===== src/graph_update_params.svh =====
// Field widths, buffer depth and almost-full margin of the graph update unit
`ifndef GRAPH_UPDATE_PARAMS_SVH
`define GRAPH_UPDATE_PARAMS_SVH

// Vertex id, edge destination and counter width
`define GU_VERTEX_BITS 32

// Edge data word and inverse out-degree width
`define GU_DATA_BITS 32

// Width of each compute unit id coordinate
`define GU_CU_ID_BITS 8

// Update record buffer
`define GU_FIFO_DEPTH 16

// Free slots left when almost-full rises
`define GU_ALFULL_MARGIN 4

`endif


===== src/graph_update_pkg.sv =====
// Record structs, buffer status and kernel state enum for the graph update unit
`default_nettype none
`include "graph_update_params.svh"

package graph_update_pkg;

	////////////////////////////////////////////////////////////
	// Input records
	////////////////////////////////////////////////////////////

	typedef struct packed {
		logic [`GU_VERTEX_BITS-1:0] id;
		logic [`GU_DATA_BITS-1:0]   inverse_out_degree;
	} vertex_job_payload_t;

	typedef struct packed {
		logic                valid;
		vertex_job_payload_t payload;
	} vertex_job_t;

	typedef struct packed {
		logic [`GU_DATA_BITS-1:0]   data;
		logic [`GU_VERTEX_BITS-1:0] dest;
	} edge_data_payload_t;

	typedef struct packed {
		logic               valid;
		edge_data_payload_t payload;
	} edge_data_t;

	////////////////////////////////////////////////////////////
	// Output records
	////////////////////////////////////////////////////////////

	typedef struct packed {
		logic [`GU_VERTEX_BITS-1:0] index;
		logic [`GU_CU_ID_BITS-1:0]  cu_id_x;
		logic [`GU_CU_ID_BITS-1:0]  cu_id_y;
		logic [`GU_DATA_BITS-1:0]   data_1;
		logic [`GU_VERTEX_BITS-1:0] data_2;
	} edge_update_payload_t;

	typedef struct packed {
		logic                 valid;
		edge_update_payload_t payload;
	} edge_update_t;

	typedef struct packed {
		logic                     valid;
		logic [`GU_DATA_BITS-1:0] tag;
	} write_response_t;

	// Flags of any record buffer, local or external
	typedef struct packed {
		logic full;
		logic alfull;
		logic valid;
		logic empty;
	} buffer_status_t;

	typedef enum logic [1:0] {
		state_idle,
		state_wait_job,
		state_stream_edges
	} kernel_state_e;

endpackage

`default_nettype wire


===== src/update_fifo.sv =====
// Synchronous record buffer with full, almost-full, empty and valid flags
`timescale 1ns/1ps
`default_nettype none
`include "graph_update_params.svh"

module update_fifo import graph_update_pkg::*; #(
	parameter int DEPTH         = `GU_FIFO_DEPTH,
	parameter int ALFULL_MARGIN = `GU_ALFULL_MARGIN
) (
	input  logic           clock,
	input  logic           rstn,
	input  logic           push,
	input  edge_update_t   data_in,
	input  logic           pop,
	output edge_update_t   data_out,
	output buffer_status_t status
);

	localparam int PTR_BITS = $clog2(DEPTH);
	localparam int CNT_BITS = $clog2(DEPTH + 1);

	edge_update_payload_t mem [DEPTH];

	logic [PTR_BITS-1:0] wr_ptr;
	logic [PTR_BITS-1:0] rd_ptr;
	logic [CNT_BITS-1:0] count;
	logic                push_ok;
	logic                pop_ok;

	// Overflow and underflow requests are ignored
	assign push_ok = push && ~status.full;
	assign pop_ok  = pop && ~status.empty;

	////////////////////////////////////////////////////////////
	// Pointers and occupancy
	////////////////////////////////////////////////////////////

	always_ff @(posedge clock or negedge rstn) begin
		if (!rstn) begin
			wr_ptr <= '0;
			rd_ptr <= '0;
			count  <= '0;
		end else begin
			if (push_ok) begin
				wr_ptr <= (wr_ptr == PTR_BITS'(DEPTH - 1)) ? '0 : wr_ptr + 1'b1;
			end
			if (pop_ok) begin
				rd_ptr <= (rd_ptr == PTR_BITS'(DEPTH - 1)) ? '0 : rd_ptr + 1'b1;
			end
			case ({push_ok, pop_ok})
				2'b10:   count <= count + 1'b1;
				2'b01:   count <= count - 1'b1;
				default: count <= count;
			endcase
		end
	end

	// Storage
	always_ff @(posedge clock) begin
		if (push_ok) begin
			mem[wr_ptr] <= data_in.payload;
		end
	end

	////////////////////////////////////////////////////////////
	// Head record and flags
	////////////////////////////////////////////////////////////

	// Show-ahead head, valid whenever something is stored
	assign data_out = '{valid: (count != '0), payload: mem[rd_ptr]};

	assign status = '{
		full:   (count == CNT_BITS'(DEPTH)),
		alfull: (count >= CNT_BITS'(DEPTH - ALFULL_MARGIN)),
		valid:  (count != '0),
		empty:  (count == '0)
	};

endmodule

`default_nettype wire


===== src/update_kernel.sv =====
// Update kernel turning the held vertex job and incoming edges into records
`timescale 1ns/1ps
`default_nettype none
`include "graph_update_params.svh"

module update_kernel import graph_update_pkg::*; #(
	parameter logic [`GU_CU_ID_BITS-1:0] CU_ID_X = '0,
	parameter logic [`GU_CU_ID_BITS-1:0] CU_ID_Y = '0
) (
	input  logic                       clock,
	input  logic                       rstn,
	input  logic                       enabled,
	input  vertex_job_t                vertex_job,
	input  edge_data_t                 edge_data,
	input  buffer_status_t             buffer_status,
	output edge_update_t               edge_update,
	output logic                       edge_data_request,
	output logic [`GU_VERTEX_BITS-1:0] edge_count
);

	kernel_state_e              state;
	logic [`GU_VERTEX_BITS-1:0] held_id;
	logic                       take_edge;
	logic                       record_valid;
	edge_update_payload_t       record_payload;

	////////////////////////////////////////////////////////////
	// Job FSM
	////////////////////////////////////////////////////////////

	always_ff @(posedge clock or negedge rstn) begin
		if (!rstn) begin
			state <= state_idle;
		end else if (!enabled) begin
			state <= state_idle;
		end else begin
			case (state)
				state_idle:         state <= vertex_job.valid ? state_stream_edges : state_wait_job;
				state_wait_job:     if (vertex_job.valid) state <= state_stream_edges;
				state_stream_edges: state <= state_stream_edges;
				default:            state <= state_idle;
			endcase
		end
	end

	// A new job simply replaces the held one
	always_ff @(posedge clock) begin
		if (enabled && vertex_job.valid) begin
			held_id <= vertex_job.payload.id;
		end
	end

	////////////////////////////////////////////////////////////
	// Record build
	////////////////////////////////////////////////////////////

	// Zero data edges are dropped here but still counted below
	assign take_edge = enabled && (state == state_stream_edges) && edge_data.valid &&
		(|edge_data.payload.data) && ~buffer_status.full;

	always_ff @(posedge clock or negedge rstn) begin
		if (!rstn) begin
			record_valid <= 1'b0;
		end else begin
			record_valid <= take_edge;
		end
	end

	always_ff @(posedge clock) begin
		if (take_edge) begin
			record_payload.index   <= held_id;
			record_payload.cu_id_x <= CU_ID_X;
			record_payload.cu_id_y <= CU_ID_Y;
			record_payload.data_1  <= `GU_DATA_BITS'(1);
			record_payload.data_2  <= edge_data.payload.dest;
		end
	end

	// Valid bit doubles as the buffer push
	assign edge_update = '{valid: record_valid, payload: record_payload};

	////////////////////////////////////////////////////////////
	// Edge request and counter
	////////////////////////////////////////////////////////////

	always_ff @(posedge clock or negedge rstn) begin
		if (!rstn) begin
			edge_data_request <= 1'b0;
			edge_count        <= '0;
		end else begin
			// Almost-full margin covers records already in flight
			edge_data_request <= enabled && (state == state_stream_edges) &&
				~buffer_status.alfull;
			if (enabled && edge_data.valid) begin
				edge_count <= edge_count + 1'b1;
			end
		end
	end

endmodule

`default_nettype wire


===== src/write_port.sv =====
// Write port requesting the bus, popping records on grant and counting responses
`timescale 1ns/1ps
`default_nettype none
`include "graph_update_params.svh"

module write_port import graph_update_pkg::*; (
	input  logic                       clock,
	input  logic                       rstn,
	input  logic                       enabled,
	input  edge_update_t               head,
	input  buffer_status_t             buffer_status,
	input  buffer_status_t             write_buffer_status,
	input  logic                       write_bus_grant,
	input  write_response_t            write_response,
	output logic                       pop,
	output logic                       write_bus_request,
	output edge_update_t               edge_update_out,
	output logic [`GU_VERTEX_BITS-1:0] response_count
);

	logic                 grant_q;
	logic                 out_valid;
	edge_update_payload_t out_payload;

	// Guard against a grant that lands after the last record already left
	assign pop = grant_q && buffer_status.valid;

	////////////////////////////////////////////////////////////
	// Bus request and grant
	////////////////////////////////////////////////////////////

	always_ff @(posedge clock or negedge rstn) begin
		if (!rstn) begin
			grant_q           <= 1'b0;
			write_bus_request <= 1'b0;
			out_valid         <= 1'b0;
		end else begin
			grant_q <= enabled && write_bus_grant && write_bus_request &&
				~write_buffer_status.alfull;
			write_bus_request <= enabled && ~buffer_status.empty &&
				~write_buffer_status.alfull;
			out_valid <= pop;
		end
	end

	// Head is captured on the same edge the buffer drops it
	always_ff @(posedge clock) begin
		if (pop) begin
			out_payload <= head.payload;
		end
	end

	assign edge_update_out = '{valid: out_valid, payload: out_payload};

	////////////////////////////////////////////////////////////
	// Write responses
	////////////////////////////////////////////////////////////

	always_ff @(posedge clock or negedge rstn) begin
		if (!rstn) begin
			response_count <= '0;
		end else if (enabled && write_response.valid) begin
			response_count <= response_count + 1'b1;
		end
	end

endmodule

`default_nettype wire


===== src/graph_update_cu.sv =====
// Compute unit top with reset synchronizer, update kernel, record buffer and write port
`timescale 1ns/1ps
`default_nettype none
`include "graph_update_params.svh"

module graph_update_cu import graph_update_pkg::*; #(
	parameter logic [`GU_CU_ID_BITS-1:0] CU_ID_X = '0,
	parameter logic [`GU_CU_ID_BITS-1:0] CU_ID_Y = '0
) (
	input  logic                       clock,
	input  logic                       rstn,
	input  logic                       enabled,
	input  vertex_job_t                vertex_job,
	input  edge_data_t                 edge_data,
	input  buffer_status_t             write_buffer_status,
	input  logic                       write_bus_grant,
	input  write_response_t            write_response,
	output logic                       edge_data_request,
	output logic                       write_bus_request,
	output edge_update_t               edge_update_out,
	output logic [`GU_VERTEX_BITS-1:0] edge_count,
	output logic [`GU_VERTEX_BITS-1:0] response_count
);

	logic [1:0]     rstn_pipe;
	logic           rstn_int;
	logic           enabled_int;
	edge_update_t   kernel_record;
	edge_update_t   fifo_head;
	buffer_status_t fifo_status;
	logic           fifo_pop;

	////////////////////////////////////////////////////////////
	// Reset and enable
	////////////////////////////////////////////////////////////

	// Assert at once, release two clocks after rstn rises
	always_ff @(posedge clock or negedge rstn) begin
		if (!rstn) begin
			rstn_pipe <= 2'b00;
		end else begin
			rstn_pipe <= {rstn_pipe[0], 1'b1};
		end
	end

	assign rstn_int = rstn_pipe[1];

	always_ff @(posedge clock or negedge rstn_int) begin
		if (!rstn_int) begin
			enabled_int <= 1'b0;
		end else begin
			enabled_int <= enabled;
		end
	end

	////////////////////////////////////////////////////////////
	// Datapath
	////////////////////////////////////////////////////////////

	update_kernel #(
		.CU_ID_X(CU_ID_X),
		.CU_ID_Y(CU_ID_Y)
	) u_kernel (
		.clock            (clock),
		.rstn             (rstn_int),
		.enabled          (enabled_int),
		.vertex_job       (vertex_job),
		.edge_data        (edge_data),
		.buffer_status    (fifo_status),
		.edge_update      (kernel_record),
		.edge_data_request(edge_data_request),
		.edge_count       (edge_count)
	);

	update_fifo #(
		.DEPTH        (`GU_FIFO_DEPTH),
		.ALFULL_MARGIN(`GU_ALFULL_MARGIN)
	) u_fifo (
		.clock   (clock),
		.rstn    (rstn_int),
		.push    (kernel_record.valid),
		.data_in (kernel_record),
		.pop     (fifo_pop),
		.data_out(fifo_head),
		.status  (fifo_status)
	);

	write_port u_write_port (
		.clock              (clock),
		.rstn               (rstn_int),
		.enabled            (enabled_int),
		.head               (fifo_head),
		.buffer_status      (fifo_status),
		.write_buffer_status(write_buffer_status),
		.write_bus_grant    (write_bus_grant),
		.write_response     (write_response),
		.pop                (fifo_pop),
		.write_bus_request  (write_bus_request),
		.edge_update_out    (edge_update_out),
		.response_count     (response_count)
	);

endmodule

`default_nettype wire


===== config.mk =====
export PLATFORM = sky130hd
export DESIGN_NAME = graph_update_cu
export DESIGN_NICKNAME = d
export VERILOG_FILES = /design/src/graph_update_pkg.sv /design/src/update_fifo.sv /design/src/update_kernel.sv /design/src/write_port.sv /design/src/graph_update_cu.sv
export VERILOG_INCLUDE_DIRS = /design/src
export SDC_FILE = /design/constraint.sdc
export NUM_CORES = 1
export LEC_CHECK = 0
export BUFFER_PORTS_ARGS = -buffer_cell sky130_fd_sc_hd__buf_4
export CORE_ASPECT_RATIO = 0.75
export CORE_MARGIN = 5
export CORE_UTILIZATION = 53
export CTS_BUF_LIST = sky130_fd_sc_hd__clkbuf_16
export CTS_CLUSTER_SIZE = 30
export DETAILED_ROUTE_END_ITERATION = 8
export GPL_ROUTABILITY_DRIVEN = 0
export PLACE_DENSITY = 0.74
export SETUP_SLACK_MARGIN = 0.3
export SLEW_MARGIN = 10
export SYNTH_ARGS = -nofsm -noshare
export SYNTH_HDL_FRONTEND = slang
export SYNTH_SLANG_ARGS = --single-unit

===== constraint.sdc =====
create_clock -name clock -period 5.05 [get_ports clock]
set_input_delay 0.7575 -clock clock [delete_from_list [all_inputs] [get_ports clock]]
set_output_delay 0.7575 -clock clock [all_outputs]
set_load 0.1 [all_outputs]

**Yosys cells after proc, flatten, opt, wreduce, memory -nomap -nowiden**

Memories as Yosys holds them, arrays and structs flattened. A register that Yosys moved wholly into a read port is not among the register bits.
Index checks and enable logic that the tools add are counted.

- Add/sub/neg operators: 6
- Order comparisons: 1
- Equality and inequality tests: 8
- Multiplexer cells: 9
- Bitwise logic cells: 4
- Reduce and logical (&&, ||, !) cells: 21

Operators by type and width:

| kind | number |
|---|---|
| 32-bit by 1-bit adder with 32-bit output, second input constant | 2 |
| 32-bit OR reduction | 1 |
| 1-bit logical AND | 16 |
| 5-bit one-hot mux with 2 select lines | 1 |
| 4-bit by 1-bit adder with 4-bit output, second input constant | 2 |
| 4-bit == test, second input constant | 2 |
| 4-bit 2-to-1 mux | 2 |
| 2-bit 2-to-1 mux | 3 |
| 2-bit one-hot mux with 3 select lines | 1 |
| 5-bit by 1-bit adder with 5-bit output, second input constant | 1 |
| 5-bit == test, second input constant | 1 |
| 5-bit by 4-bit >= comparator with 1-bit output, second input constant | 1 |
| 5-bit logical NOT | 1 |
| 5-bit nonzero test | 1 |
| 5-bit by 1-bit subtractor with 5-bit output, second input constant | 1 |
| 2-bit by 1-bit == test with 1-bit output, second input constant | 2 |
| 2-bit == test, second input constant | 2 |
| 1-bit NOT | 4 |
| 3-bit inequality test, second input constant | 1 |
| 2-bit logical NOT | 1 |
| 1-bit 2-to-1 mux | 2 |
| 2-bit nonzero test | 1 |

- Register bits after elaboration: 231
- Memory bits (writable): 1024
- Output and inout bits: 179
- Word-level logic and storage cells: 69
- Memories kept: 1

Memory list:

| memory | depth | bits a word | rd ports | clocked after memory_dff | wr ports | RTL line | text |
|---|---|---|---|---|---|---|---|
| u_fifo.mem | 16 | 64 | 1 | 1 | 1 | update_fifo.sv:22 | `edge_update_payload_t mem [DEPTH];` |

**Depth between registers and ports, before layout**

- Depth in word-level cells: 5
- Gate-level depth with buffers: 13

**Hierarchy**

Synthesis repeated with hierarchy kept, for this count alone.

- Cells, all modules: 3857
- Area total of the unflattened synthesis: 79179.7 um2

By module, submodules not included:

| module | times used | cells an instance | area each (um2) | sequential area each (um2) |
|---|---|---|---|---|
| update_fifo | 1 | 3308 | 69162.6 | 54136.9 |
| update_kernel | 1 | 299 | 4994.8 | 3783.6 |
| write_port | 1 | 246 | 4943.5 | 4239.1 |
| graph_update_cu | 1 | 4 | 78.8 | 75.1 |

**Worst setup path after synthesis**

OpenSTA, ideal clock, no wires.

- Path kind: input-to-reg
- Start: input port edge_data[60] in the netlist's numbering
- End: register u_kernel.record_valid
- Arrival: 5.718 ns
- Required time: 4.434 ns
- Slack: -1.284 ns
- Stages: 4
- Buffers on the path: 0
- Cell sequence: nor4_1 -> nand4_1 -> nor2_1 -> a211oi_1

- Word-level cells in the longest chain between the ends: 3

Ends and longest elaborated chain:

| what | RTL line | text |
|---|---|---|
| start: declaration | graph_update_cu.sv:14 | `input edge_data_t edge_data,` |
| 32-bit OR reduction | update_kernel.sv:59 | `(\|edge_data.payload.data) && ~buffer_status.full;` |
| 1-bit logical AND | update_kernel.sv:58 | `assign take_edge = enabled && (state == state_stream_edges) && edge_data.valid &&` |
| 1-bit logical AND | update_kernel.sv:59 |  |
| via u_kernel.take_edge | update_kernel.sv:23 | `logic take_edge;` |
| end signal: assignment | update_kernel.sv:65 | `record_valid <= take_edge;` |
| end: declaration | update_kernel.sv:24 | `logic record_valid;` |

The timed path passes the listed nets, and every way through them passes these cells.
A chain may end at the register's enable or synchronous reset.

**Worst setup path after layout**

- Start: register u_fifo.count[1]
- End: register u_fifo.count[4]

- Word-level cells in the longest chain between the ends: 5
- Elaborated cells between the ends (all ways): 14
- Classes of those cells: add/sub (2); eq/ne (3); mux (1); bitwise (2); reduce/logical (6)

Ends and longest elaborated chain:

| what | RTL line | text |
|---|---|---|
| start: declaration | update_fifo.sv:26 | `logic [CNT_BITS-1:0] count;` |
| start signal: assignment | update_fifo.sv:51 | `2'b10: count <= count + 1'b1;` |
| start signal: assignment | update_fifo.sv:52 | `2'b01: count <= count - 1'b1;` |
| start signal: assignment | update_fifo.sv:53 | `default: count <= count;` |
| branches (longest 5 deep; another with 5-bit by 1-bit subtractor with 5-bit output) | -- |  |

Several ways; the timed one is not identified.

==> results by group <==
Logic synthesis
  – Synthesized area: 48400 um2
  – Post-synth EDFFs: 1184
  – Synthesized instance count: 2459
  – Yosys warnings: 0
  – Seq/Total Area, Yosys: 77.9%
  – Register bit total from synthesis: 1271
  – Most used flip-flop cell after synthesis: edfxtp_1
  – Async S/R FF share, synth: 6.85%
  – Mapped Avg Cell Area: 19.7 um2
  – Yosys cell types: 55

Worst setup path
  – Worst EP arrival: 4.17 ns
  – Crit path capture type: flip-flop
  – Peak per-stage delay on the critical path: 0.73 ns
  – Critical Path RT: 5.66 ns
  – CP Class: flip-flop to flip-flop
  – Startpoint Class: flip-flop
  – Worst-path cell chain: nor4_1 -> a21boi_0 -> buf_4 -> inv_1 -> ha_1 -> xor2_1 -> ha_1 -> a21boi_0 -> o32ai_1 -> nor4b_1 -> xnor2_1
  – CP Max Fanout: 13
  – CP max stage cell: nor4_1

Finish
  – Layout area overhead: 14.7%
  – FF/Latch Area: 37800 um2
  – Ant diodes: 0
  – Layout cells sized above 1: 22.3%
  – Fillcell total: 6337
  – Most frequent cells in the layout: edfxtp_1 (1184), buf_4 (277), mux2i_1 (257), a221oi_1 (128), mux4_2 (128)
  – Layout Nets: 2933
  – Most common cell after layout, fill and taps aside: edfxtp_1
  – Area occupied by multi-input gates: 10100 um2

Global route
  – Total gr overflow: 0
  – Antenna violations before repair: 2
  – First-pass GRT wire length: 161000 um
  – Vias in the first global route: 25300
  – All-Layer GR Usage: 21.9%
  – Largest net degree at the start of global routing: 93

Power and ir drop
  – Worst ir drop on vdd: 0.370 mV
  – Share of total power in sequential cells: 48.1%
  – Leak: 0.0190 uW
  – P_sw: 6870 uW
  – Internal: 18600 uW
  – Sw Share: 26.9%
  – Power Dens Cells: 459 nW/um2
  – Comb power frac: 18.0%
  – Clock power share: 33.9%

Floorplanning
  – Top Ports: 350
  – Rows: 96
  – Initial Util: 53.2%
  – Core area: 91000 um2
  – Die Width: 359 um
  – Die Span Y: 272 um
  – Die area: 97600 um2

Clock network
  – Clock buffer depth: 3
  – Num CTS Buffers: 114
  – Worst-path clk slew: 0.07 ns
  – Clock latency at the later pin of the worst-skew pair: 0.70 ns
  – Sink Count: 1271
  – Root Driver: clkbuf_16
  – CTS tree: done
  – CTS-repair resized insts: 0
  – H-tree lvl count: 3

Job
  – Max-cap violations: 0

Timing
  – Fmax: 281 MHz
  – Max-slew violations: 0
  – Final worst-path setup slack: 1.49 ns
  – Period Utilization, post-route: 70.6%
  – Measured slew at the worst slew-check pin: 1.12 ns
  – Worst Clk Skew: 0.0205 ns
  – Final setup vio count: 0
  – Final Hold Fails: 0
  – RSZ-0062 raised after global routing: false
  – Fin crit period: 3.56 ns
  – Worst slew margin: 25.1%
  – Setup tns final: 0 ns

Routing
  – Wire length per cell: 26.5 um
  – 1st-iter DRT viols: 2478
  – Initial DRT Pass Iterations: 5
  – DR vias/cell: 6.02
  – Residual DRC: 0
  – Final ANT Viol Nets: 0
  – Vias: 24500
  – Final WL: 108000 um

Placed design
  – Setup slack at placement: 1.59 ns
  – Port Buf Inserts: 234
  – Post-DP HPWL: 57700 um

Hold path
  – Worst Hold Class: primary input to flip-flop

Status
  – Status: complete, no violations
==> power groups by stage <==
stage / clock network [uW] / registers (uW) / logic (uW)
6_report: 8640 / 12300 / 4600
5_1_grt: 9290 / 12300 / 4910
4_1_cts: 8820 / 12300 / 4650
3_5_place_dp: 0 / 12500 / 4620
3_3_place_gp: 0 / 12400 / 4520
2_1_floorplan: 0 / 12600 / 3410
==> through the flow <==
step | util [%] | cells | hold WS (ns) | power [uW] | area [um2]
after CTS | 61.0 | 4069 | 0.113 | 25700 | 55600
after detailed placement | 56.9 | 3855 | 0.232 | 17100 | 51800
final | 61.0 | 4069 | 0.162 | 25500 | 55600
after global placement | 56.9 | 3855 | 0.216 | 17000 | 51800
after global routing | 61.0 | 4069 | 0.125 | 26500 | 55600
after floorplan | - | 2506 | 0.331 | 16000 | 48600
==> routing by layer <==
layer	wire length (um)	GRT usage (%)
met3	7330	3.36
met4	2230	5.38
met2	53300	35.8
met5	0	0
met1	44800	31.4
==> registers in the layout, indices dropped and copies added, names as in the netlist, 4 cells and up <==
name	cells
u_kernel.edge_count	32
u_fifo.rd_ptr	4
u_kernel.edge_update	64
u_write_port.response_count	32
u_fifo.wr_ptr	4
u_fifo.count	5
u_kernel.held_id	32
u_write_port.edge_update_out	64
u_fifo.mem	1024
==> critical path: cells and delay by family, from the launching register on <==
family	cells	cell delay [ns]
AND/OR/NAND/NOR	2	1.10
adder cells (fa/ha/maj)	2	0.65
AO/OA/AOI/OAI	3	0.55
flip-flops	1	0.48
XOR/XNOR	2	0.36
buffers and inverters	2	0.31
==> Yosys cell counts, drive strengths merged, types with 29 or more instances <==
| cell | n | area, um2 |
|---|---|---|
| edfxtp | 1184 | 35600 |
| mux2i | 257 | 2570 |
| a221oi | 128 | 1120 |
| mux4 | 128 | 2880 |
| buf | 109 | 687 |
| nand2 | 98 | 368 |
| dfrtp | 87 | 2180 |
| o21ai | 70 | 350 |
| a22oi | 65 | 488 |
| clkbuf | 58 | 218 |
| xnor2 | 45 | 394 |
| nand3 | 29 | 155 |
==> worst paths after layout <==
check,from,to,slack (ns),cells after the start
worst max-delay path,u_fifo.count[1]$_DFFE_PN0P_,u_fifo.count[4]$_DFFE_PN0P_,1.49,11
worst min-delay path,enabled,enabled_int$_DFF_PN0_,0.16,1
worst max register to register,u_fifo.count[1]$_DFFE_PN0P_,u_fifo.count[4]$_DFFE_PN0P_,1.49,11
worst min register to register,rstn_pipe[1]$_DFF_PN0_,u_write_port.response_count[5]$_DFFE_PN0P_,0.23,0
max in group asynchronous,rstn_pipe[1]$_DFF_PN0_,u_fifo.rd_ptr[0]$_DFFE_PN0P_,3.58,1
min in group asynchronous,rstn_pipe[1]$_DFF_PN0_,u_write_port.response_count[5]$_DFFE_PN0P_,0.23,0
==> layout make-up <==
type | instances | area share (%)
Clock buffer | 115 | 5.18
Clock inverter | 98 | 1.62
Inverter | 13 | 0.0923
Multi-Input combinational cell | 1055 | 18.1
Sequential cell | 1271 | 67.9
Tap cell | 1225 | 2.76
Timing Repair Buffer | 292 | 4.26
==> kinds of logic after synthesis <==
logic type	synth area share, %
adders and majority gates	0.388
buffers and inverters	1.97
AOI/OAI and AO/OA	4.30
other	0.0155
muxes	11.4
and+or+nand+nor	2.79
DFF	77.9
xor gates and xnor gates	1.25
==> what timing repair did <==
item,4_1_cts,5_1_grt
setup buffers,0,0
hold buffers,1,0
hold endpoints to repair,2,0
Power figures use the tool's default switching activity.
